[src/cpu_pkg.sv]
// Shared definitions for the 8-bit core
// ALU select, register-file write select, opcode groups, instruction word
`default_nettype none

package cpu_pkg;

	localparam int INSTR_W = 18;	// Fixed by the encoding

	// ALU operation select, values follow the original decoder
	typedef enum logic [3:0] {
		ALU_ADD  = 4'd0,
		ALU_ADDC = 4'd1,
		ALU_SUB  = 4'd2,
		ALU_SUBC = 4'd3,
		ALU_CMP  = 4'd4,
		ALU_AND  = 4'd5,
		ALU_OR   = 4'd6,
		ALU_EXOR = 4'd7,
		ALU_TEST = 4'd8,
		ALU_LSL  = 4'd9,
		ALU_LSR  = 4'd10,
		ALU_ROL  = 4'd11,
		ALU_ROR  = 4'd12,
		ALU_ASR  = 4'd13,
		ALU_MOV  = 4'd14
	} alu_sel_t;

	typedef enum logic {
		RF_SEL_ALU = 1'b0,	// ALU result
		RF_SEL_IN  = 1'b1	// in_port
	} rf_wr_sel_t;

	//////////////////////////////////////////////////
	// op_hi groups
	//////////////////////////////////////////////////
	localparam logic [4:0] OP_LOGIC_RR = 5'b000_00;	// AND OR EXOR TEST by op_lo
	localparam logic [4:0] OP_ARITH_RR = 5'b000_01;	// ADD ADDC SUB SUBC by op_lo
	localparam logic [4:0] OP_CMPMOV_RR = 5'b000_10;	// CMP MOV by op_lo
	localparam logic [4:0] OP_BRANCH_A = 5'b001_00;	// BRN BREQ BRNE
	localparam logic [4:0] OP_BRANCH_B = 5'b001_01;	// BRCS BRCC
	localparam logic [4:0] OP_SHIFT_A = 5'b010_00;	// LSL LSR ROL ROR
	localparam logic [4:0] OP_SHIFT_B = 5'b010_01;	// ASR
	localparam logic [4:0] OP_CARRY = 5'b011_00;	// CLC SEC
	localparam logic [4:0] OP_AND_I = 5'b100_00;
	localparam logic [4:0] OP_OR_I = 5'b100_01;
	localparam logic [4:0] OP_EXOR_I = 5'b100_10;
	localparam logic [4:0] OP_TEST_I = 5'b100_11;
	localparam logic [4:0] OP_ADD_I = 5'b101_00;
	localparam logic [4:0] OP_ADDC_I = 5'b101_01;
	localparam logic [4:0] OP_SUB_I = 5'b101_10;
	localparam logic [4:0] OP_SUBC_I = 5'b101_11;
	localparam logic [4:0] OP_CMP_I = 5'b110_00;
	localparam logic [4:0] OP_IN = 5'b110_01;
	localparam logic [4:0] OP_OUT = 5'b110_10;
	localparam logic [4:0] OP_MOV_I = 5'b110_11;

	// One 18-bit word, three views
	typedef union packed {
		struct packed {
			logic [4:0] op_hi;
			logic [4:0] rx;
			logic [4:0] ry;
			logic       rsvd;
			logic [1:0] op_lo;
		} reg_reg;
		struct packed {
			logic [4:0] op_hi;
			logic [4:0] rx;
			logic [7:0] imm;
		} reg_imm;
		struct packed {
			logic [4:0] op_hi;
			logic [9:0] addr;
			logic       rsvd;
			logic [1:0] op_lo;
		} branch;
	} instr_t;

endpackage

`default_nettype wire

[src/cpu_ctrl_if.sv]
// Control bus from the control unit to PC, register file and ALU
`timescale 1ns/1ps
`default_nettype none

interface cpu_ctrl_if;

	logic pc_ld;	// Branch load
	logic pc_inc;	// Step after fetch
	logic ir_ld;	// Instruction register load
	logic alu_opy_sel;	// 0 = dy, 1 = imm
	cpu_pkg::alu_sel_t alu_sel;
	logic rf_wr;
	cpu_pkg::rf_wr_sel_t rf_wr_sel;
	logic flg_c_set;
	logic flg_c_clr;
	logic flg_c_ld;
	logic flg_z_ld;
	logic io_strb;	// One cycle per OUT

	modport ctrl (
		output pc_ld, pc_inc, ir_ld, alu_opy_sel, alu_sel, rf_wr, rf_wr_sel,
		output flg_c_set, flg_c_clr, flg_c_ld, flg_z_ld, io_strb
	);

	modport pc (input pc_ld, pc_inc);

	modport rf (input rf_wr, rf_wr_sel);

	modport alu (
		input alu_opy_sel, alu_sel, flg_c_set, flg_c_clr, flg_c_ld, flg_z_ld
	);

endinterface

`default_nettype wire

[src/alu_unit.sv]
// ALU with operand-Y mux and the C/Z flag registers
`timescale 1ns/1ps
`default_nettype none

module alu_unit (
	input  logic       CLK,
	input  logic       RESET,
	cpu_ctrl_if.alu    ctrl,
	input  logic [7:0] dx,
	input  logic [7:0] dy,
	input  logic [7:0] imm,
	output logic [7:0] result,
	output logic       c_flag,
	output logic       z_flag
);

	logic [7:0] opy;
	logic c_next;
	logic z_next;

	assign opy = ctrl.alu_opy_sel ? imm : dy;	// Immediate forms

	//////////////////////////////////////////////////
	// Operations
	//////////////////////////////////////////////////
	always_comb
	begin
		result = dx;
		c_next = c_flag;	// Held unless the op makes a new one
		case (ctrl.alu_sel)
			cpu_pkg::ALU_ADD:  {c_next, result} = {1'b0, dx} + {1'b0, opy};
			cpu_pkg::ALU_ADDC: {c_next, result} = {1'b0, dx} + {1'b0, opy} + {8'd0, c_flag};
			// Bit 8 of the difference is the borrow
			cpu_pkg::ALU_SUB:  {c_next, result} = {1'b0, dx} - {1'b0, opy};
			cpu_pkg::ALU_SUBC: {c_next, result} = {1'b0, dx} - {1'b0, opy} - {8'd0, c_flag};
			cpu_pkg::ALU_CMP:  {c_next, result} = {1'b0, dx} - {1'b0, opy};
			cpu_pkg::ALU_AND:  result = dx & opy;
			cpu_pkg::ALU_OR:   result = dx | opy;
			cpu_pkg::ALU_EXOR: result = dx ^ opy;
			cpu_pkg::ALU_TEST: result = dx & opy;	// Flags only
			// Shifts, bit shifted out lands in c_next
			cpu_pkg::ALU_LSL:  {c_next, result} = {dx, 1'b0};
			cpu_pkg::ALU_LSR:  {result, c_next} = {1'b0, dx};
			cpu_pkg::ALU_ROL:  {c_next, result} = {dx, dx[7]};
			cpu_pkg::ALU_ROR:  {result, c_next} = {dx[0], dx};
			cpu_pkg::ALU_ASR:  {result, c_next} = {dx[7], dx};	// Sign kept
			cpu_pkg::ALU_MOV:  result = opy;
			default: ;
		endcase
	end

	assign z_next = (result == 8'd0);

	//////////////////////////////////////////////////
	// Flags
	//////////////////////////////////////////////////
	always_ff @(posedge CLK)
	begin
		if (RESET)
		begin
			c_flag <= 1'b0;
			z_flag <= 1'b0;
		end
		else
		begin
			if (ctrl.flg_c_set)
				c_flag <= 1'b1;	// SEC
			else if (ctrl.flg_c_clr)
				c_flag <= 1'b0;	// CLC and logic ops
			else if (ctrl.flg_c_ld)
				c_flag <= c_next;
			if (ctrl.flg_z_ld)
				z_flag <= z_next;
		end
	end

	// Decoder never asks for both in one EXEC
	a_c_set_clr: assert property (@(posedge CLK) disable iff (RESET)
		!(ctrl.flg_c_set && ctrl.flg_c_clr))
		else $error("flg_c_set and flg_c_clr high together");

endmodule

`default_nettype wire

[src/flat_wrapper.sv]
// flat-port wrapper written by rule: the top's interface ports become plain ports
module alu_unit_flat 
  (CLK, RESET, dx, dy, imm, result, c_flag, z_flag, ctrl_alu_opy_sel, ctrl_alu_sel, ctrl_flg_c_set, ctrl_flg_c_clr, ctrl_flg_c_ld, ctrl_flg_z_ld);
  cpu_ctrl_if ctrl_i ();
  input  logic CLK;
  input  logic RESET;
  input  logic [7:0] dx;
  input  logic [7:0] dy;
  input  logic [7:0] imm;
  output logic [7:0] result;
  output logic c_flag;
  output logic z_flag;
  input wire logic [$bits(ctrl_i.alu_opy_sel)-1:0] ctrl_alu_opy_sel;
  input wire logic [$bits(ctrl_i.alu_sel)-1:0] ctrl_alu_sel;
  input wire logic [$bits(ctrl_i.flg_c_set)-1:0] ctrl_flg_c_set;
  input wire logic [$bits(ctrl_i.flg_c_clr)-1:0] ctrl_flg_c_clr;
  input wire logic [$bits(ctrl_i.flg_c_ld)-1:0] ctrl_flg_c_ld;
  input wire logic [$bits(ctrl_i.flg_z_ld)-1:0] ctrl_flg_z_ld;
  assign ctrl_i.alu_opy_sel = ctrl_alu_opy_sel;
  assign ctrl_i.alu_sel = ctrl_alu_sel;
  assign ctrl_i.flg_c_set = ctrl_flg_c_set;
  assign ctrl_i.flg_c_clr = ctrl_flg_c_clr;
  assign ctrl_i.flg_c_ld = ctrl_flg_c_ld;
  assign ctrl_i.flg_z_ld = ctrl_flg_z_ld;
  alu_unit u_core (.CLK(CLK), .RESET(RESET), .ctrl(ctrl_i), .dx(dx), .dy(dy), .imm(imm), .result(result), .c_flag(c_flag), .z_flag(z_flag));
endmodule
[config.mk]
export PLATFORM = sky130hd
export DESIGN_NAME = alu_unit_flat
export DESIGN_NICKNAME = d
export VERILOG_FILES = /design/src/cpu_pkg.sv /design/src/cpu_ctrl_if.sv /design/src/alu_unit.sv /design/src/flat_wrapper.sv
export SDC_FILE = /design/constraint.sdc
export NUM_CORES = 1
export LEC_CHECK = 0
export BUFFER_PORTS_ARGS = -buffer_cell sky130_fd_sc_hd__buf_2
export CAP_MARGIN = 20
export CORE_ASPECT_RATIO = 0.6
export CORE_MARGIN = 2
export CORE_UTILIZATION = 28
export CTS_BUF_LIST = sky130_fd_sc_hd__clkbuf_4
export CTS_CLUSTER_SIZE = 30
export DETAILED_ROUTE_END_ITERATION = 8
export HOLD_SLACK_MARGIN = 0.08
export PLACE_DENSITY = 0.52
export SETUP_SLACK_MARGIN = 0.1
export SLEW_MARGIN = 0
export SYNTH_ARGS = -nofsm -noshare
export SYNTH_HDL_FRONTEND = slang
export SYNTH_SLANG_ARGS = --single-unit
[constraint.sdc]
create_clock -name CLK -period 3.47 [get_ports CLK]
set_input_delay 0.347 -clock CLK [delete_from_list [all_inputs] [get_ports CLK]]
set_output_delay 0.347 -clock CLK [all_outputs]
set_load 0.05 [all_outputs]
==> metrics.csv <==
stage,metric,value,unit
clock_tree,clk sink count,2,
synthesis,sequential fraction of the synthesis area,1.52,%
grt,met2 usage,36.0,%
synthesis,Synth area leaders,"ha_1, a21oi_1, o21ai_0",
clock_tree,CTS HTree Levels,1,
layout,most frequent cells in the layout,"buf_4, buf_2, nor2_1, inv_1",
grt,antenna violations before repair,0,
power_and_ir_drop,Pleak,1.83,nW
synthesis,Most used DFF post-synth,dfxtp_1,
die,row cnt,27,
placement,gpl congestion,0.930,
timing,setup TNS,-0.0969,ns
route,Detailed Route WL,12200,um
die,die area,10200,um^2
synthesis,Synth Instances,381,
route,Iteration-0 DRC Markers,278,
power_and_ir_drop,Max VDD drop,0.0944,mV
route,DR vias/cell,5.53,
timing,Max Slew Vio Count,0,
setup_path,crit path kind,in -> out,
timing,worst slew pin tran,0.766,ns
layout,Final Net Count,582,
clock_tree,"Clk Latency, worst-skew pair",0.22,ns
route,DR vias,3557,
min_path,HP Class,in -> reg,
clock_tree,CTS Hold Buffers Added,0,
route,First-pass DRT Iterations,5,
setup_path,CP Capture Type,primary output,
synthesis,leading area contributor after synthesis,ha_1,
layout,ANT cells,0,
grt,GRT Util Overall,23.9,%
clock_tree,root buffer cell,clkbuf_4,
placement,Place WS,-0.557,ns
timing,minimum clock period,3.51,ns
die,die extent in y,79.0,um
synthesis,synth warn,0,
setup_path,R2R cell count,10,
die,initial core utilization,28.7,%
route,DRC Markers,0,
synthesis,number of flops mapped to enable cells by yosys,0,
route,WL/cell,18.9,um
route,post-route ant nets,0,
synthesis,post-synth cell types,72,
synthesis,syn avg cell area,6.90,um^2
die,Die X,129,um
die,num ports,45,
grt,first-pass GRT wire length,18900,um
synthesis,synthesized area,2630,um^2
timing,Max Clock Skew,0.00408,ns
grt,vias in the first global route,3464,
clock_tree,CTS Buf Count,3,
timing,setup violators final,3,
grt,pin count of the biggest net entering global routing,37,
synthesis,asr flop ratio synth,0,%
power_and_ir_drop,PD cells,244,nW/um^2
status,failing checks,setup timing,
layout,fillcell total,910,
clock_tree,CTS max path bufs,2,
layout,"most common cell after layout, fill and taps aside",buf_4,
synthesis,Synth Net Count,448,
grt,gr busiest metal,met1,
synthesis,#FFs+latches synth,2,
run,max_cap viols,0,
min_path,hold depth,2,
timing,RSZ-0062 raised after global routing,yes,
grt,Overflow after GRT,0,
timing,period utilization,101,%
setup_path,Worst EP arrival,3.17,ns
status,status,"finished, violations left",
synthesis,area share of the largest cell type after synthesis,14.3,%
timing,worst rel slew slack,48.5,%
die,Core ar.,9160,um^2
setup_path,"Req. time, crit path",3.12,ns
grt,grt met3 use,4.72,%
layout,share of cells above drive strength 1,45.0,%
setup_path,CP Max Fanout,3,
layout,end-of-flow core utilization,46.8,%
setup_path,startpoint types,input pin,
layout,layout overhead on the synthesized area,63.2,%
timing,slack of the critical path,-0.0440,ns
timing,f_max,285,MHz
clock_tree,"CTS clk-pin slew, worst paths",0.03,ns
placement,port buffer count,44,
grt,grt met1 use,36.2,%
timing,final hold vios,0,
placement,DPL Wire Length,9840,um
clock_tree,TritonCTS clock tree,done,
## routing by layer
layer  vias to the layer above  routed length (um)
met5                         -                   0
met3                         2                1160
met4                         0                  10
met2                       163                5120
met1                      1682                5870
li1                       1710                   -
## area by class of cell
cell class                 count  area (um^2)  area share (%)
tap                          130          163            3.79
clock buffer                   3         22.5           0.525
timing repair buffer         155         1140            26.5
sequential                     2         40.0           0.933
multi-input combinational    327         2830            66.0
inverter                      26         97.6            2.28
## Yosys cell counts, types with 4 or more instances
master,number
nor4_1,8
nand4_1,4
nand2b_1,11
a221oi_1,6
nor3b_1,4
a21oi_1,22
clkbuf_1,10
xnor2_1,5
a211oi_1,9
nor2b_1,11
buf_2,11
o22ai_1,8
inv_1,26
nor3_1,16
nand3b_1,4
a31oi_1,6
xor2_1,9
o21bai_1,5
o211ai_1,4
ha_1,30
and2_1,4
mux2i_1,9
nand2_1,18
o21ai_0,22
or3_1,5
or2_2,7
nand3_1,8
or4_1,4
mux2_2,4
nor2_1,24
a22oi_1,4
## sequential cells by signal, indices dropped and copies added (netlist names)
name / flops
u_core.c_flag: 1
u_core.z_flag: 1
## worst paths after layout
path	startpoint	to	slack, ns
worst max-delay path	ctrl_alu_opy_sel	result[7]	-0.04
worst min register to register	u_core.z_flag	u_core.z_flag	0.43
worst min-delay path	RESET	u_core.c_flag	0.39
worst max register to register	u_core.c_flag	u_core.z_flag	0.58
## per-stage QoR
step / hold WS, ns / instances / power, mW / instance area (um^2)
floorplan: 0.461 / 381 / 0.487 / 2760
global placement: 0.437 / 632 / 0.827 / 3780
detailed placement: 0.438 / 632 / 0.832 / 3780
CTS: 0.382 / 640 / 0.984 / 4120
global route: 0.400 / 643 / 1.12 / 4290
finish: 0.390 / 643 / 1.05 / 4290
## repair_timing
action | in CTS | in global routing
pin swaps | 18 | 27
gates resized for setup | 56 | 30
setup endpoints to repair | 8 | 7
buffers inserted | 5 | 4
## where the power goes
part	total, mW	internal (mW)	switching (mW)
logic	0.970	0.447	0.524
clock network	0.0509	0.0381	0.0128
registers	0.0259	0.0244	0.00159
## kinds of logic after synthesis
group / after synthesis / synth area share [%]
adders and majority gates: 32 / 15.8
and+or+nand+nor: 146 / 32.0
DFF: 2 / 1.52
xor gates and xnor gates: 14 / 4.67
AOI/OAI and AO/OA: 122 / 32.3
muxes: 13 / 5.14
buffers and inverters: 52 / 8.52
## critical path: stages
cell and delay (ns):
buf_12 0.12, buf_6 0.12, buf_4 0.13, mux2_4 0.30, inv_2 0.08, ha_4 0.21
or4b_2 0.67, nand4_1 0.12, a211oi_2 0.08, nor4b_4 0.27, xor2_1 0.20, a22oi_2 0.12
a21oi_4 0.22, buf_6 0.18
Power figures use the tool's default switching activity.
