`src/cpu_pkg.sv`:
```
// Shared definitions for the 8-bit core
// ALU select, register-file write select, opcode groups, instruction word
`default_nettype none

package cpu_pkg;

	localparam int INSTR_W = 18;	// Fixed by the encoding

	// ALU operation select, values follow the original decoder
	typedef enum logic [3:0] {
		ALU_ADD  = 4'd0,
		ALU_ADDC = 4'd1,
		ALU_SUB  = 4'd2,
		ALU_SUBC = 4'd3,
		ALU_CMP  = 4'd4,
		ALU_AND  = 4'd5,
		ALU_OR   = 4'd6,
		ALU_EXOR = 4'd7,
		ALU_TEST = 4'd8,
		ALU_LSL  = 4'd9,
		ALU_LSR  = 4'd10,
		ALU_ROL  = 4'd11,
		ALU_ROR  = 4'd12,
		ALU_ASR  = 4'd13,
		ALU_MOV  = 4'd14
	} alu_sel_t;

	typedef enum logic {
		RF_SEL_ALU = 1'b0,	// ALU result
		RF_SEL_IN  = 1'b1	// in_port
	} rf_wr_sel_t;

	//////////////////////////////////////////////////
	// op_hi groups
	//////////////////////////////////////////////////
	localparam logic [4:0] OP_LOGIC_RR = 5'b000_00;	// AND OR EXOR TEST by op_lo
	localparam logic [4:0] OP_ARITH_RR = 5'b000_01;	// ADD ADDC SUB SUBC by op_lo
	localparam logic [4:0] OP_CMPMOV_RR = 5'b000_10;	// CMP MOV by op_lo
	localparam logic [4:0] OP_BRANCH_A = 5'b001_00;	// BRN BREQ BRNE
	localparam logic [4:0] OP_BRANCH_B = 5'b001_01;	// BRCS BRCC
	localparam logic [4:0] OP_SHIFT_A = 5'b010_00;	// LSL LSR ROL ROR
	localparam logic [4:0] OP_SHIFT_B = 5'b010_01;	// ASR
	localparam logic [4:0] OP_CARRY = 5'b011_00;	// CLC SEC
	localparam logic [4:0] OP_AND_I = 5'b100_00;
	localparam logic [4:0] OP_OR_I = 5'b100_01;
	localparam logic [4:0] OP_EXOR_I = 5'b100_10;
	localparam logic [4:0] OP_TEST_I = 5'b100_11;
	localparam logic [4:0] OP_ADD_I = 5'b101_00;
	localparam logic [4:0] OP_ADDC_I = 5'b101_01;
	localparam logic [4:0] OP_SUB_I = 5'b101_10;
	localparam logic [4:0] OP_SUBC_I = 5'b101_11;
	localparam logic [4:0] OP_CMP_I = 5'b110_00;
	localparam logic [4:0] OP_IN = 5'b110_01;
	localparam logic [4:0] OP_OUT = 5'b110_10;
	localparam logic [4:0] OP_MOV_I = 5'b110_11;

	// One 18-bit word, three views
	typedef union packed {
		struct packed {
			logic [4:0] op_hi;
			logic [4:0] rx;
			logic [4:0] ry;
			logic       rsvd;
			logic [1:0] op_lo;
		} reg_reg;
		struct packed {
			logic [4:0] op_hi;
			logic [4:0] rx;
			logic [7:0] imm;
		} reg_imm;
		struct packed {
			logic [4:0] op_hi;
			logic [9:0] addr;
			logic       rsvd;
			logic [1:0] op_lo;
		} branch;
	} instr_t;

endpackage

`default_nettype wire

```
`src/cpu_ctrl_if.sv`:
```
// Control bus from the control unit to PC, register file and ALU
`timescale 1ns/1ps
`default_nettype none

interface cpu_ctrl_if;

	logic pc_ld;	// Branch load
	logic pc_inc;	// Step after fetch
	logic ir_ld;	// Instruction register load
	logic alu_opy_sel;	// 0 = dy, 1 = imm
	cpu_pkg::alu_sel_t alu_sel;
	logic rf_wr;
	cpu_pkg::rf_wr_sel_t rf_wr_sel;
	logic flg_c_set;
	logic flg_c_clr;
	logic flg_c_ld;
	logic flg_z_ld;
	logic io_strb;	// One cycle per OUT

	modport ctrl (
		output pc_ld, pc_inc, ir_ld, alu_opy_sel, alu_sel, rf_wr, rf_wr_sel,
		output flg_c_set, flg_c_clr, flg_c_ld, flg_z_ld, io_strb
	);

	modport pc (input pc_ld, pc_inc);

	modport rf (input rf_wr, rf_wr_sel);

	modport alu (
		input alu_opy_sel, alu_sel, flg_c_set, flg_c_clr, flg_c_ld, flg_z_ld
	);

endinterface

`default_nettype wire

```
`src/reg_file.sv`:
```
// Register file: 32 x 8, two read ports, one write port
// with ALU / in_port write-data mux
`timescale 1ns/1ps
`default_nettype none

module reg_file (
	input  logic       CLK,
	cpu_ctrl_if.rf     ctrl,
	input  logic [4:0] rx,
	input  logic [4:0] ry,
	input  logic [7:0] alu_result,
	input  logic [7:0] in_port,
	output logic [7:0] dx,
	output logic [7:0] dy
);

	logic [7:0] regs [32];
	logic [7:0] wdata;

	// Write source
	assign wdata = (ctrl.rf_wr_sel == cpu_pkg::RF_SEL_IN) ? in_port : alu_result;

	always_ff @(posedge CLK)
	begin
		if (ctrl.rf_wr)
			regs[rx] <= wdata;	// Destination is always rx
	end

	// Async reads
	assign dx = regs[rx];
	assign dy = regs[ry];

endmodule

`default_nettype wire

```
`src/flat_wrapper.sv`:
```
// flat-port wrapper written by rule: the top's interface ports become plain ports
module reg_file_flat 
  (CLK, rx, ry, alu_result, in_port, dx, dy, ctrl_rf_wr, ctrl_rf_wr_sel);
  cpu_ctrl_if ctrl_i ();
  input  logic CLK;
  input  logic [4:0] rx;
  input  logic [4:0] ry;
  input  logic [7:0] alu_result;
  input  logic [7:0] in_port;
  output logic [7:0] dx;
  output logic [7:0] dy;
  input wire logic [$bits(ctrl_i.rf_wr)-1:0] ctrl_rf_wr;
  input wire logic [$bits(ctrl_i.rf_wr_sel)-1:0] ctrl_rf_wr_sel;
  assign ctrl_i.rf_wr = ctrl_rf_wr;
  assign ctrl_i.rf_wr_sel = ctrl_rf_wr_sel;
  reg_file u_core (.CLK(CLK), .ctrl(ctrl_i), .rx(rx), .ry(ry), .alu_result(alu_result), .in_port(in_port), .dx(dx), .dy(dy));
endmodule
```
`config.mk`:
```
export PLATFORM = sky130hd
export DESIGN_NAME = reg_file_flat
export DESIGN_NICKNAME = d
export VERILOG_FILES = /design/src/cpu_pkg.sv /design/src/cpu_ctrl_if.sv /design/src/reg_file.sv /design/src/flat_wrapper.sv
export SDC_FILE = /design/constraint.sdc
export NUM_CORES = 1
export LEC_CHECK = 0
export BUFFER_PORTS_ARGS = -buffer_cell sky130_fd_sc_hd__buf_4
export CORE_MARGIN = 4
export CORE_UTILIZATION = 65
export CTS_BUF_LIST = sky130_fd_sc_hd__clkbuf_4 sky130_fd_sc_hd__clkbuf_8 sky130_fd_sc_hd__clkbuf_16
export DETAILED_ROUTE_END_ITERATION = 6
export PLACE_DENSITY = 0.83
export SYNTH_ARGS = -nofsm -noshare
export SYNTH_HDL_FRONTEND = slang
export SYNTH_SLANG_ARGS = --single-unit
```
`constraint.sdc`:
```
create_clock -name CLK -period 6.3 [get_ports CLK]
set_input_delay 0.63 -clock CLK [delete_from_list [all_inputs] [get_ports CLK]]
set_output_delay 0.63 -clock CLK [all_outputs]
set_load 0.02 [all_outputs]
```
==> run summary, run 1 <==
Design Area, Final: 13200 sq um
power share of the combinational group: 9.6%
number of flip-flops under the largest register name: 256
Initial DRC Count: 1205
area leader, netlist: edfxtp_1
# rows: 49
Seq cells post-synth: 256
DR vias: 6730
setup bufs post-CTS: 0
biggest regs: u_core.regs: 256 flops
synthesized area per cell: 21.5 sq um
MaxCap Viol Count: 0
WL/cell: 38.7 um
first-pass GRT wire length: 47.0 mm
Resized cells post-CTS: 0
RD Place Congestion: 0.953
sequential fraction of the synthesis area: 64.8%
Mapped Cells: 553
I/O pin count: 45
Clk pwr share: 38.9%
number of synthesis warnings: 0
vias per inst: 8.03
CTS Hold Bufs: 0
Leak: 4.09 nW
CTS Buffer Depth: 3
largest net degree at the start of global routing: 69
Hold Crit Class: input port to flop
die area: 20500 sq um
switching share of power: 22.8%
die width: 143 um
most common cell after layout, fill and taps aside: edfxtp_1
Final TNS setup: 0 ns
DP Area: 12400 sq um
classification of the worst setup path: input port to primary output
Psw: 0.000850 W
Routed Antenna Nets: 0
Layout Utilization: 73.3%
mapped cell area: 11900 sq um
vias in the first global route: 6765
initial antenna violation count: 0
critical path endpoint category: primary output
pwr/cell area: 283 nW/um^2
Tot Pwr: 0.00373 W
Slew Viols, Final: 0
Final Non-Filler Cells: 838
initial core utilization: 66.1%
top post-synthesis cells by area: edfxtp_1 65%, mux4_2 27%, a22oi_1 2.0%, mux2_2 1.5%, nor2_1 1.1%
post-synth cell types: 21
status: finished with violations
final hold viol count: 0
gr ovfl total: 0
total track usage: 33.2%
CTS H-tree depth: 1
Biggest register: u_core.regs
Tmin final: 4.01 ns
failing checks: design-rule violations
Req. time, crit path: 5.67 ns
chip height: 143 um
fmax: 250 MHz
I/O Buffers: 44
worst-path fanout max: 44
actual slew at the worst max-slew pin: 1.16 ns
CTS buffer count: 25
Max VDD drop: 0.281 mV
Flop pwr share: 51.5%
CTS tree: yes
Core ar.: 18000 sq um
DRT Pass-1 Iters: 7
final worst-path cycle share: 63.6%
detailed-route DRC error count: 6
Internal: 0.00288 W
clock sinks: 256
CP startpoint kind: input port
final setup fails: 0
clock root buffer: clkbuf_16
# fillers: 960
clock transition at the registers of the reported paths: 0.06 ns
RSZ-0062 raised after global routing: false
Yosys top cell area share: 64.8%
Nets: 621
# diodes: 0
ratio of cells with drive above 1 in the final layout: 42.4%
Inst Count DP: 794
most frequent cells in the layout: 256 x edfxtp_1, 144 x mux4_2, 55 x buf_4
Layout Area Growth over Synthesis: 10.9%
syn nets: 582
max_slew headroom: 22.7%
final WL: 32.5 mm
Arrival @ worst endpoint: 3.38 ns
DP HPWL: 20.3 mm
power groups by stage:
| stage | clock (W) | sequential [W] | combinational (W) |
|---|---|---|---|
| CTS | 0.00145 | 0.00192 | 0.000353 |
| finish | 0.00145 | 0.00192 | 0.000359 |
| floorplan | 0 | 0.00195 | 0.000229 |
| global placement | 0 | 0.00195 | 0.000343 |
| detailed placement | 0 | 0.00196 | 0.000349 |
| global route | 0.00153 | 0.00192 | 0.000372 |
worst max-delay path, stage by stage:
cell    delay, ns
buf_4        0.67
buf_4        0.52
mux4_2       0.56
mux4_2       0.48
mux2_2       0.32
buf_4        0.17
kinds of logic (layout without fill, tap and decap cells):
kind of cell    count (synthesis)  count (layout)  share of synthesized area [%]
compound gates                 32              32                           2.02
mux                           160             160                           28.8
flops                         256             256                           64.8
buf+inv                        43              99                           1.70
simple gates                   62              62                           2.67
layout make-up:
type	count	area, sq um	share of cell area, %
flip-flops and latches	256	7690	58.4
repair buffers	55	413	3.14
well taps	229	287	2.18
clock inverters	16	136	1.04
clock buffers	28	648	4.92
multi-input cells	254	4000	30.3
layer usage:
layer | vias up | global-route usage, % | share of wire, %
li1 | 2525 | - | -
met1 | 3439 | 47.5 | 32
met2 | 653 | 49.9 | 47
met3 | 113 | 8.74 | 15
met4 | 0 | 13.7 | 5.5
met5 | - | 0 | 0
worst paths after layout:
check	from	endpoint	slack, ns	depth (start not counted)
setup / recovery	ry[1]	dy[0]	2.29	6
hold / removal	rx[4]	u_core.regs[17][0]	0.70	3
cell usage after synthesis:
master	instances
nand3b_1	5
or3_1	1
mux4_2	144
buf_4	6
and3_1	1
nand2_1	2
and3b_1	3
edfxtp_1	256
buf_1	13
nand3_1	2
clkbuf_1	15
nand4_1	8
buf_2	7
nor3_1	1
buf_6	1
a22oi_1	32
nor2_1	34
mux2_2	16
clkbuf_2	1
nor3b_1	3
or3b_2	2
metrics by stage:
| step | setup slack (ns) | hold slack [ns] |
|---|---|---|
| finish | 2.29 | 0.696 |
| global route | 2.09 | 0.730 |
| CTS | 2.23 | 0.668 |
| detailed placement | 2.24 | 1.20 |
| global placement | 2.29 | 1.18 |
| floorplan | 3.29 | 1.15 |
(Power assumes the default switching activity.)
==> run 2: changes to the inputs <==
Settings changed: CORE_UTILIZATION 65 to 62, PLACE_DENSITY 0.83 to 0.8.
Clock period 6.3 ns to 3.7 ns, I/O delays scaled along.
==> run 2 against run 1 <==
  * The run now ends clean
  * Sequential cell count stayed put
  * Die area is 4.6% higher
  * Non-clock buffer count is 23 higher
  * Sequential share of layout area is 0.94 points lower
  * Global-route usage is 3.9 points lower
  * Clock-buffer cell count is 5 higher
  * Final area is 1.6% higher
  * Clock power is 68% higher
  * Worst setup slack worse by 1.7 ns
  * Via count is 0.19% lower
  * Worst hold slack worse by 0.18 ns
  * Sequential power is 70% higher
  * Highest routed layer is now met5
==> run summary, run 2 (same netlist as run 1, synthesis figures left out) <==
status: finished clean
largest net degree at the start of global routing: 69 (unchanged)
Post-Place Setup Slack: 0.769 ns (-1.48 ns)
Internal: 0.00496 W (+72%)
actual slew at the worst max-slew pin: 0.988 ns (-0.167 ns)
first-pass GRT wire length: 45.5 mm (-3.3%)
die area: 21400 sq um (+4.6%)
detailed-route DRC error count: 0 (-6)
switching share of power: 21.6% (-1.1 points)
Hold Crit Class: input port to flop
vias in the first global route: 6789 (+0.35%)
initial antenna violation count: 4 (+4)
CP Cell Sequence: buf_4 -> mux4_2 -> a22oi_1 -> nand4_1 -> buf_4
total track usage: 29.2% (-3.9 points)
final setup fails: 0 (unchanged)
number of flip-flops under the largest register name: 256 (unchanged)
fmax: 327 MHz
RD Place Congestion: 0.932 (-2.2%)
Leak: 4.23 nW (+3.6%)
critical path endpoint category: primary output
most frequent cells in the layout: 256 x edfxtp_1, 144 x mux4_2, 74 x buf_4
Initial DRC Count: 1340 (+11%)
Core ar.: 18800 sq um (+4.5%)
delay of the slowest critical-path stage: 0.60 ns (-0.07 ns)
WL/cell: 35.2 um (-9.1%)
clock sinks: 256 (unchanged)
pwr/cell area: 473 nW/um^2 (+67%)
die width: 146 um (+2.3%)
MaxCap Viol Count: 0 (unchanged)
Psw: 0.00137 W (+61%)
worst-path fanout max: 36 (-18%)
# fillers: 1080 (+13%)
final hold viol count: 0 (unchanged)
Max VDD drop: 0.373 mV (+32%)
Biggest register: u_core.regs
# rows: 50 (+2.0%)
CTS H-tree depth: 1 (unchanged)
CP startpoint kind: input port
CTS buffer count: 25 (unchanged)
Flop pwr share: 51.7% (+0.2 points)
# diodes: 0 (unchanged)
CTS Hold Bufs: 0 (unchanged)
biggest regs: u_core.regs: 256 flops
final WL: 30.5 mm (-6.1%)
setup bufs post-CTS: 0 (unchanged)
most used cell, CP: buf_4
I/O Buffers: 44 (unchanged)
clock transition at the registers of the reported paths: 0.06 ns (about the same)
worst setup margin: 0.644 ns (-1.65 ns)
Req. time, crit path: 3.33 ns (-2.34 ns)
I/O pin count: 45 (unchanged)
CTS tree: yes
initial core utilization: 63.2% (-2.8 points)
max_slew headroom: 34.1% (+11 points)
Tmin final: 3.06 ns
slowest CP cell: a22oi_1
ratio of cells with drive above 1 in the final layout: 44.4% (+2.0 points)
Nets: 644 (+3.7%)
Slew Viols, Final: 0 (unchanged)
final worst-path cycle share: 82.6%
WP buf/inv: 2 (-1)
DRT Pass-1 Iters: 6 (-1)
Layout Utilization: 71.3% (-2.0 points)
Tot Pwr: 0.00633 W (+70%)
CTS Buffer Depth: 3 (unchanged)
DR vias: 6717 (-0.19%)
Clk pwr share: 38.5% (-0.4 points)
chip height: 146 um (+2.3%)
most common cell after layout, fill and taps aside: edfxtp_1
Layout Area Growth over Synthesis: 12.8%
Arrival @ worst endpoint: 2.69 ns (-0.69 ns)
gr ovfl total: 0 (unchanged)
classification of the worst setup path: input port to primary output
clock root buffer: clkbuf_16
DP HPWL: 20.2 mm (-0.35%)
power share of the combinational group: 9.8% (+0.2 points)
Routed Antenna Nets: 0 (unchanged)
Final TNS setup: 0 ns (unchanged)
RSZ-0062 raised after global routing: false
Resized cells post-CTS: 0 (unchanged)
CP top delay family: buffers and inverters
vias per inst: 7.77 (-3.3%)
[run 2: worst paths after layout]
check	from	to	slack [ns]	cells after the start
setup / recovery	rx[0]	dx[4]	0.64	5
hold / removal	rx[4]	u_core.regs[17][7]	0.51	3
[run 2: metrics by stage]
step / hold slack [ns] / cell area, sq um / cells
6_report: 0.513 / 13400 / 865
5_1_grt: 0.524 / 13400 / 865
4_1_cts: 0.477 / 13400 / 865
3_5_place_dp: 1.01 / 12600 / 822
3_3_place_gp: 0.989 / 12600 / 822
2_1_floorplan: 0.895 / 11900 / 553
[run 2: cell type report]
| cell class | count | area (sq um) | share of cell area (%) |
|---|---|---|---|
| well taps | 234 | 293 | 2.19 |
| multi-input cells | 254 | 3980 | 29.7 |
| clock inverters | 10 | 101 | 0.757 |
| repair buffers | 78 | 636 | 4.75 |
| flip-flops and latches | 256 | 7690 | 57.4 |
| clock buffers | 33 | 686 | 5.12 |
[run 2: layer usage]
metal / wire length (um) / GRT usage [%] / part of all wire [%]
met1: 10500 / 42.0 / 35
met2: 14400 / 45.6 / 47
met3: 4200 / 7.39 / 14
met4: 1260 / 8.75 / 4.1
met5: 25 / 0 / 0.082
[run 2: power groups by stage]
stage	sequential (W)	combinational, W	clock, W
global placement	0.00333	0.000596	0
finish	0.00327	0.000621	0.00244
floorplan	0.00332	0.000390	0
global route	0.00327	0.000644	0.00258
CTS	0.00327	0.000611	0.00246
detailed placement	0.00333	0.000606	0
