[config.mk]
export PLATFORM = sky130hd
export DESIGN_NAME = control_unit_flat
export DESIGN_NICKNAME = d
export VERILOG_FILES = /design/src/cpu_pkg.sv /design/src/cpu_ctrl_if.sv /design/src/control_unit.sv /design/src/flat_wrapper.sv
export SDC_FILE = /design/constraint.sdc
export NUM_CORES = 1
export LEC_CHECK = 0
export BUFFER_PORTS_ARGS = -buffer_cell sky130_fd_sc_hd__buf_2
export CAP_MARGIN = 10
export CORE_MARGIN = 2
export CORE_UTILIZATION = 50
export CTS_CLUSTER_SIZE = 16
export DETAILED_ROUTE_END_ITERATION = 12
export GPL_TIMING_DRIVEN = 0
export PLACE_DENSITY_LB_ADDON = 0.08
export SYNTH_ARGS = -nofsm -noshare
export SYNTH_HDL_FRONTEND = slang
export SYNTH_SLANG_ARGS = --single-unit
export TNS_END_PERCENT = 50
[constraint.sdc]
create_clock -name CLK -period 4.8 [get_ports CLK]
set_input_delay 0.24 -clock CLK [delete_from_list [all_inputs] [get_ports CLK]]
set_output_delay 0.24 -clock CLK [all_outputs]
set_load 0.02 [all_outputs]
[src/cpu_pkg.sv]
// Shared definitions for the 8-bit core
// ALU select, register-file write select, opcode groups, instruction word
`default_nettype none

package cpu_pkg;

	localparam int INSTR_W = 18;	// Fixed by the encoding

	// ALU operation select, values follow the original decoder
	typedef enum logic [3:0] {
		ALU_ADD  = 4'd0,
		ALU_ADDC = 4'd1,
		ALU_SUB  = 4'd2,
		ALU_SUBC = 4'd3,
		ALU_CMP  = 4'd4,
		ALU_AND  = 4'd5,
		ALU_OR   = 4'd6,
		ALU_EXOR = 4'd7,
		ALU_TEST = 4'd8,
		ALU_LSL  = 4'd9,
		ALU_LSR  = 4'd10,
		ALU_ROL  = 4'd11,
		ALU_ROR  = 4'd12,
		ALU_ASR  = 4'd13,
		ALU_MOV  = 4'd14
	} alu_sel_t;

	typedef enum logic {
		RF_SEL_ALU = 1'b0,	// ALU result
		RF_SEL_IN  = 1'b1	// in_port
	} rf_wr_sel_t;

	//////////////////////////////////////////////////
	// op_hi groups
	//////////////////////////////////////////////////
	localparam logic [4:0] OP_LOGIC_RR = 5'b000_00;	// AND OR EXOR TEST by op_lo
	localparam logic [4:0] OP_ARITH_RR = 5'b000_01;	// ADD ADDC SUB SUBC by op_lo
	localparam logic [4:0] OP_CMPMOV_RR = 5'b000_10;	// CMP MOV by op_lo
	localparam logic [4:0] OP_BRANCH_A = 5'b001_00;	// BRN BREQ BRNE
	localparam logic [4:0] OP_BRANCH_B = 5'b001_01;	// BRCS BRCC
	localparam logic [4:0] OP_SHIFT_A = 5'b010_00;	// LSL LSR ROL ROR
	localparam logic [4:0] OP_SHIFT_B = 5'b010_01;	// ASR
	localparam logic [4:0] OP_CARRY = 5'b011_00;	// CLC SEC
	localparam logic [4:0] OP_AND_I = 5'b100_00;
	localparam logic [4:0] OP_OR_I = 5'b100_01;
	localparam logic [4:0] OP_EXOR_I = 5'b100_10;
	localparam logic [4:0] OP_TEST_I = 5'b100_11;
	localparam logic [4:0] OP_ADD_I = 5'b101_00;
	localparam logic [4:0] OP_ADDC_I = 5'b101_01;
	localparam logic [4:0] OP_SUB_I = 5'b101_10;
	localparam logic [4:0] OP_SUBC_I = 5'b101_11;
	localparam logic [4:0] OP_CMP_I = 5'b110_00;
	localparam logic [4:0] OP_IN = 5'b110_01;
	localparam logic [4:0] OP_OUT = 5'b110_10;
	localparam logic [4:0] OP_MOV_I = 5'b110_11;

	// One 18-bit word, three views
	typedef union packed {
		struct packed {
			logic [4:0] op_hi;
			logic [4:0] rx;
			logic [4:0] ry;
			logic       rsvd;
			logic [1:0] op_lo;
		} reg_reg;
		struct packed {
			logic [4:0] op_hi;
			logic [4:0] rx;
			logic [7:0] imm;
		} reg_imm;
		struct packed {
			logic [4:0] op_hi;
			logic [9:0] addr;
			logic       rsvd;
			logic [1:0] op_lo;
		} branch;
	} instr_t;

endpackage

`default_nettype wire

[src/cpu_ctrl_if.sv]
// Control bus from the control unit to PC, register file and ALU
`timescale 1ns/1ps
`default_nettype none

interface cpu_ctrl_if;

	logic pc_ld;	// Branch load
	logic pc_inc;	// Step after fetch
	logic ir_ld;	// Instruction register load
	logic alu_opy_sel;	// 0 = dy, 1 = imm
	cpu_pkg::alu_sel_t alu_sel;
	logic rf_wr;
	cpu_pkg::rf_wr_sel_t rf_wr_sel;
	logic flg_c_set;
	logic flg_c_clr;
	logic flg_c_ld;
	logic flg_z_ld;
	logic io_strb;	// One cycle per OUT

	modport ctrl (
		output pc_ld, pc_inc, ir_ld, alu_opy_sel, alu_sel, rf_wr, rf_wr_sel,
		output flg_c_set, flg_c_clr, flg_c_ld, flg_z_ld, io_strb
	);

	modport pc (input pc_ld, pc_inc);

	modport rf (input rf_wr, rf_wr_sel);

	modport alu (
		input alu_opy_sel, alu_sel, flg_c_set, flg_c_clr, flg_c_ld, flg_z_ld
	);

endinterface

`default_nettype wire

[src/control_unit.sv]
// Control unit: INIT/FETCH/EXEC state machine, instruction register
// and opcode decoder driving the control bus
`timescale 1ns/1ps
`default_nettype none

module control_unit (
	input  logic                         CLK,
	input  logic                         RESET,
	input  logic [cpu_pkg::INSTR_W-1:0]  instr_word,
	input  logic                         c_flag,
	input  logic                         z_flag,
	cpu_ctrl_if.ctrl                     ctrl,
	output logic [4:0]                   rx,
	output logic [4:0]                   ry,
	output logic [7:0]                   imm,
	output logic [9:0]                   br_addr
);

	typedef enum logic [1:0] {ST_INIT, ST_FETCH, ST_EXEC} state_t;

	state_t state, next_state;
	cpu_pkg::instr_t ir;
	logic [4:0] op_hi;
	logic [1:0] op_lo;

	always_ff @(posedge CLK)
	begin
		if (RESET)
			state <= ST_INIT;
		else
			state <= next_state;
	end

	always_ff @(posedge CLK)
	begin
		if (ctrl.ir_ld)
			ir <= instr_word;	// Word at the PC, during FETCH
	end

	assign op_hi = ir.reg_reg.op_hi;
	assign op_lo = ir.reg_reg.op_lo;
	assign rx = ir.reg_reg.rx;
	assign ry = ir.reg_reg.ry;
	assign imm = ir.reg_imm.imm;
	assign br_addr = ir.branch.addr;

	//////////////////////////////////////////////////
	// Next state and strobe decode
	//////////////////////////////////////////////////
	always_comb
	begin
		ctrl.pc_ld = 1'b0;
		ctrl.pc_inc = 1'b0;
		ctrl.ir_ld = 1'b0;
		ctrl.alu_opy_sel = 1'b0;
		ctrl.alu_sel = cpu_pkg::ALU_ADD;
		ctrl.rf_wr = 1'b0;
		ctrl.rf_wr_sel = cpu_pkg::RF_SEL_ALU;
		ctrl.flg_c_set = 1'b0;
		ctrl.flg_c_clr = 1'b0;
		ctrl.flg_c_ld = 1'b0;
		ctrl.flg_z_ld = 1'b0;
		ctrl.io_strb = 1'b0;
		next_state = ST_FETCH;

		case (state)
			ST_INIT: next_state = ST_FETCH;	// PC and flags already cleared by RESET
			ST_FETCH:
			begin
				ctrl.ir_ld = 1'b1;
				ctrl.pc_inc = 1'b1;
				next_state = ST_EXEC;
			end
			ST_EXEC:
			begin
				case (op_hi)
					cpu_pkg::OP_LOGIC_RR:
					begin
						ctrl.flg_c_clr = 1'b1;
						ctrl.flg_z_ld = 1'b1;
						ctrl.rf_wr = (op_lo != 2'b11);	// TEST leaves rx alone
						ctrl.alu_sel = cpu_pkg::alu_sel_t'(4'd5 + {2'b00, op_lo});
					end
					cpu_pkg::OP_ARITH_RR:
					begin
						ctrl.flg_c_ld = 1'b1;
						ctrl.flg_z_ld = 1'b1;
						ctrl.rf_wr = 1'b1;
						ctrl.alu_sel = cpu_pkg::alu_sel_t'({2'b00, op_lo});	// ADD..SUBC
					end
					cpu_pkg::OP_CMPMOV_RR:
					begin
						if (op_lo == 2'b00)	// CMP
						begin
							ctrl.alu_sel = cpu_pkg::ALU_CMP;
							ctrl.flg_c_ld = 1'b1;
							ctrl.flg_z_ld = 1'b1;
						end
						else if (op_lo == 2'b01)	// MOV rx, ry
						begin
							ctrl.alu_sel = cpu_pkg::ALU_MOV;
							ctrl.rf_wr = 1'b1;
						end
					end
					cpu_pkg::OP_AND_I, cpu_pkg::OP_OR_I, cpu_pkg::OP_EXOR_I,
					cpu_pkg::OP_TEST_I:
					begin
						ctrl.flg_c_clr = 1'b1;
						ctrl.flg_z_ld = 1'b1;
						ctrl.alu_opy_sel = 1'b1;
						ctrl.rf_wr = (op_hi != cpu_pkg::OP_TEST_I);
						ctrl.alu_sel = cpu_pkg::alu_sel_t'(4'd5 + {2'b00, op_hi[1:0]});
					end
					cpu_pkg::OP_ADD_I, cpu_pkg::OP_ADDC_I, cpu_pkg::OP_SUB_I,
					cpu_pkg::OP_SUBC_I:
					begin
						ctrl.flg_c_ld = 1'b1;
						ctrl.flg_z_ld = 1'b1;
						ctrl.alu_opy_sel = 1'b1;
						ctrl.rf_wr = 1'b1;
						ctrl.alu_sel = cpu_pkg::alu_sel_t'({2'b00, op_hi[1:0]});
					end
					cpu_pkg::OP_CMP_I:
					begin
						ctrl.flg_c_ld = 1'b1;
						ctrl.flg_z_ld = 1'b1;
						ctrl.alu_opy_sel = 1'b1;
						ctrl.alu_sel = cpu_pkg::ALU_CMP;
					end
					cpu_pkg::OP_IN:
					begin
						ctrl.rf_wr_sel = cpu_pkg::RF_SEL_IN;	// in_port sampled this cycle
						ctrl.rf_wr = 1'b1;
					end
					cpu_pkg::OP_OUT: ctrl.io_strb = 1'b1;
					cpu_pkg::OP_MOV_I:
					begin
						ctrl.alu_opy_sel = 1'b1;
						ctrl.alu_sel = cpu_pkg::ALU_MOV;
						ctrl.rf_wr = 1'b1;
					end
					cpu_pkg::OP_BRANCH_A:	// BRN, BREQ, BRNE; op_lo 01 is CALL, not decoded
						ctrl.pc_ld = (op_lo == 2'b00) || (op_lo == 2'b10 && z_flag)
							|| (op_lo == 2'b11 && !z_flag);
					cpu_pkg::OP_BRANCH_B:	// BRCS, BRCC
						ctrl.pc_ld = (op_lo == 2'b00 && c_flag) || (op_lo == 2'b01 && !c_flag);
					cpu_pkg::OP_SHIFT_A:
					begin
						ctrl.rf_wr = 1'b1;
						ctrl.flg_c_ld = 1'b1;	// Bit shifted out
						ctrl.flg_z_ld = 1'b1;
						ctrl.alu_sel = cpu_pkg::alu_sel_t'(4'd9 + {2'b00, op_lo});	// LSL..ROR
					end
					cpu_pkg::OP_SHIFT_B:
					begin
						ctrl.rf_wr = (op_lo == 2'b00);	// ASR only, PUSH/POP dropped
						ctrl.flg_c_ld = (op_lo == 2'b00);
						ctrl.flg_z_ld = (op_lo == 2'b00);
						ctrl.alu_sel = cpu_pkg::ALU_ASR;
					end
					cpu_pkg::OP_CARRY:
					begin
						ctrl.flg_c_clr = (op_lo == 2'b00);	// CLC
						ctrl.flg_c_set = (op_lo == 2'b01);	// SEC
					end
					default: ;	// Anything else is a no-op
				endcase
				next_state = ST_FETCH;
			end
			default: next_state = ST_INIT;
		endcase
	end

	// Increment belongs to FETCH, load to EXEC
	a_pc_one_source: assert property (@(posedge CLK) disable iff (RESET)
		!(ctrl.pc_ld && ctrl.pc_inc))
		else $error("pc_ld and pc_inc high together");

endmodule

`default_nettype wire

[src/flat_wrapper.sv]
// flat-port wrapper written by rule: the top's interface ports become plain ports
module control_unit_flat 
  (CLK, RESET, instr_word, c_flag, z_flag, rx, ry, imm, br_addr, ctrl_pc_ld, ctrl_pc_inc, ctrl_ir_ld, ctrl_alu_opy_sel, ctrl_alu_sel, ctrl_rf_wr, ctrl_rf_wr_sel, ctrl_flg_c_set, ctrl_flg_c_clr, ctrl_flg_c_ld, ctrl_flg_z_ld, ctrl_io_strb);
  cpu_ctrl_if ctrl_i ();
  input  logic CLK;
  input  logic RESET;
  input  logic [cpu_pkg::INSTR_W-1:0] instr_word;
  input  logic c_flag;
  input  logic z_flag;
  output logic [4:0] rx;
  output logic [4:0] ry;
  output logic [7:0] imm;
  output logic [9:0] br_addr;
  output wire logic [$bits(ctrl_i.pc_ld)-1:0] ctrl_pc_ld;
  output wire logic [$bits(ctrl_i.pc_inc)-1:0] ctrl_pc_inc;
  output wire logic [$bits(ctrl_i.ir_ld)-1:0] ctrl_ir_ld;
  output wire logic [$bits(ctrl_i.alu_opy_sel)-1:0] ctrl_alu_opy_sel;
  output wire logic [$bits(ctrl_i.alu_sel)-1:0] ctrl_alu_sel;
  output wire logic [$bits(ctrl_i.rf_wr)-1:0] ctrl_rf_wr;
  output wire logic [$bits(ctrl_i.rf_wr_sel)-1:0] ctrl_rf_wr_sel;
  output wire logic [$bits(ctrl_i.flg_c_set)-1:0] ctrl_flg_c_set;
  output wire logic [$bits(ctrl_i.flg_c_clr)-1:0] ctrl_flg_c_clr;
  output wire logic [$bits(ctrl_i.flg_c_ld)-1:0] ctrl_flg_c_ld;
  output wire logic [$bits(ctrl_i.flg_z_ld)-1:0] ctrl_flg_z_ld;
  output wire logic [$bits(ctrl_i.io_strb)-1:0] ctrl_io_strb;
  assign ctrl_pc_ld = ctrl_i.pc_ld;
  assign ctrl_pc_inc = ctrl_i.pc_inc;
  assign ctrl_ir_ld = ctrl_i.ir_ld;
  assign ctrl_alu_opy_sel = ctrl_i.alu_opy_sel;
  assign ctrl_alu_sel = ctrl_i.alu_sel;
  assign ctrl_rf_wr = ctrl_i.rf_wr;
  assign ctrl_rf_wr_sel = ctrl_i.rf_wr_sel;
  assign ctrl_flg_c_set = ctrl_i.flg_c_set;
  assign ctrl_flg_c_clr = ctrl_i.flg_c_clr;
  assign ctrl_flg_c_ld = ctrl_i.flg_c_ld;
  assign ctrl_flg_z_ld = ctrl_i.flg_z_ld;
  assign ctrl_io_strb = ctrl_i.io_strb;
  control_unit u_core (.CLK(CLK), .RESET(RESET), .instr_word(instr_word), .c_flag(c_flag), .z_flag(z_flag), .ctrl(ctrl_i), .rx(rx), .ry(ry), .imm(imm), .br_addr(br_addr));
endmodule
==> metrics.txt <==
P_sw 0.124 mW; chip width 58.7 um; post-layout min period 2860 ps; drt total wl 3580 um; Post-DP HPWL 2770 um; Comb power frac 29.7%; WS Path Type reg -> out; FILL cells 244; GRT Residual Overflow 0; top-level I/O count 65; switching portion of total power 30.3%; Ys Warns 0; Total GRT Usage 21.0%; GP Congestion 0.913; fmax 350 MHz; mean post-synth cell area 9.34 um^2; Clock Root Buffer clkbuf_4; post-DR vias/cell 5.31; Area Growth Syn to Fin 25.8%; clock transition at the registers of the reported paths 100 ps; max-cap viol count 0; Worst-Margin Slew 802 ps; pwr/cell area 218 nW/um^2; largest net degree at the start of global routing 22; WL/cell 13.8 um; Critical Path End Type primary output; Pwr Total 0.409 mW; final hold vios 0; dominant synthesized flop cell edfxtp_1; clock buffer depth 2; Hold Path Class in -> reg; area of the core 2810 um^2; Slew Limit Headroom 46.6%; iteration-0 DRC count of the detailed router 87; EDFF count, synth 18; initial antenna violation count 0; VDD IR max 0.000226 V; Synth Register Bits 20; layout cells sized above 1 49.6%; Worst Path Buf+Inv 2; Slew Limit Fails 0; Worst Path Required 4560 ps; setup TNS 0 ps; Post-CTS Hold Fix Bufs 0; RSZ-0062 raised after global routing false; CTS sink cnt 20; fin util 67.0%; Clock Skew 7.80 ps; Die Area 3440 um^2; Setup violations, final 0; initial core utilization 53.3%; CTS tree done; number of diodes 0; CTS resizes 0; status finished, violations left; vias in the first global route 1,238; worst-path cell chain buf_6 > nor2_1 > nand2_1 > mux2_2 > ha_1 > nor2b_1 > o311ai_0 > a31oi_1 > buf_2; Clock power frac 19.2%; die height 58.7 um; Reg area 581 um^2; Crit path max-delay family simple AND/OR/NAND/NOR gates; failing checks design-rule violations; Nets 256; Worst path max stage delay 390 ps; Final period util 59.5%; Clock Latency Late Sink 300 ps; Unique masters post-synth 38; fraction of registers with async set/reset 0%; nature of the critical path startpoint register; IO Port Bufs 64; worst path arrival time 2620 ps; Netlist Area Pre-Place 1490 um^2; Pleak 0.897 nW; Synth Instances 160; total CTS buffers 3; Seq pwr share 51.0%; H-Tree Depth 1; first-pass GRT wire length 5490 um; via count 1,376; multi-input logic area 609 um^2; setup bufs post-CTS 0; Internal 0.285 mW; register area share after synthesis 38.9%; Slowest-stage cell, CP edfxtp_1; crit-path max FO 10; Pre-antenna DRT Iters 8; Row Count 19; Antenna Nets Post-Route 0; syn nets 187; Post-route DRC 4
layout make-up:
cell class                 count  area share (%)
tap                           31            2.06
multi-input combinational     94            32.4
clock buffer                   3            1.20
inverter                       8            1.60
sequential                    20            30.9
buffer                        38            14.6
clock inverter                 1           0.200
timing repair buffer          64            17.0
state kept, by name, indices dropped and copies added, names as in the netlist:
register and count:
u_core.ir 18, u_core.state 2
cell families (layout without fill, tap and decap cells):
logic type	count (synthesis)	count (layout)	share of synthesized area, %
and+or+nand+nor	46	46	17.1
buffers and inverters	46	114	20.4
adders and majority gates	5	5	4.19
AOI/OAI and AO/OA	40	40	17.4
muxes	3	3	2.09
DFF	20	20	38.9
synth_stat cells (all sizes together) (2+ instances only):
cell type | n | area share, %
a31oi | 5 | 2.1
nor2b | 7 | 2.9
nor3 | 3 | 1.0
buf | 38 | 18
o221ai | 2 | 1.6
dfxtp | 2 | 2.7
mux2i | 2 | 1.3
or2b | 2 | 1.0
nand2 | 8 | 2.0
nor4b | 2 | 1.6
and2b | 2 | 1.2
nand4 | 3 | 1.3
nand3 | 3 | 1.0
inv | 8 | 2.0
edfxtp | 18 | 36
o2111ai | 2 | 1.2
nor2 | 12 | 3.2
a21o | 2 | 1.0
a21oi | 11 | 3.9
ha | 5 | 4.2
o21ai | 12 | 4.0
nand2b | 2 | 0.84
per-stage QoR:
step | cells | setup slack, ps | area [um^2] | hold WS [ps]
after floorplan | 160 | 2480 | 1490 | 307
after global placement | 255 | 2280 | 1850 | 409
after detailed placement | 255 | 2290 | 1850 | 415
after CTS | 259 | 1950 | 1880 | 93.8
after global routing | 259 | 1790 | 1880 | 84.6
final | 259 | 1940 | 1880 | 101
cell usage in the layout (no fill, tap or decap), drive strengths merged, types with 3 or more instances in the layout:
master,instances
inv,8
nand3,3
nor2b,7
edfxtp,18
nand2,8
o21ai,12
buf,102
a31oi,5
nor3,3
a21oi,11
clkbuf,3
nand4,3
nor2,12
ha,5
per-layer routing:
layer,share of wire (%),up-vias,track usage [%]
li1,-,674,-
met1,39,616,28.5
met2,48,74,32.7
met3,9.8,12,5.05
met4,2.8,0,8.12
met5,0,-,0
path summary, 6_finish.rpt:
path	from	to	slack, ps	cells past startpoint
setup reg to reg	u_core.state[1]$_SDFF_PP0_	u_core.ir[16]$_DFFE_PP_	3400	1
hold reg to reg	u_core.state[0]$_SDFF_PP0_	u_core.state[0]$_SDFF_PP0_	460	1
setup / recovery	u_core.ir[16]$_DFFE_PP_	ctrl_alu_sel[1]	1940	9
hold / removal	RESET	u_core.state[0]$_SDFF_PP0_	100	2
power groups by stage:
stage	combinational, mW	clock, mW	sequential [mW]
after floorplan	0.0860	0	0.211
after global placement	0.118	0	0.212
after detailed placement	0.121	0	0.213
after CTS	0.121	0.0828	0.209
after global routing	0.131	0.0895	0.210
final	0.122	0.0786	0.209
No activity file was read; power rests on OpenSTA's default activity.
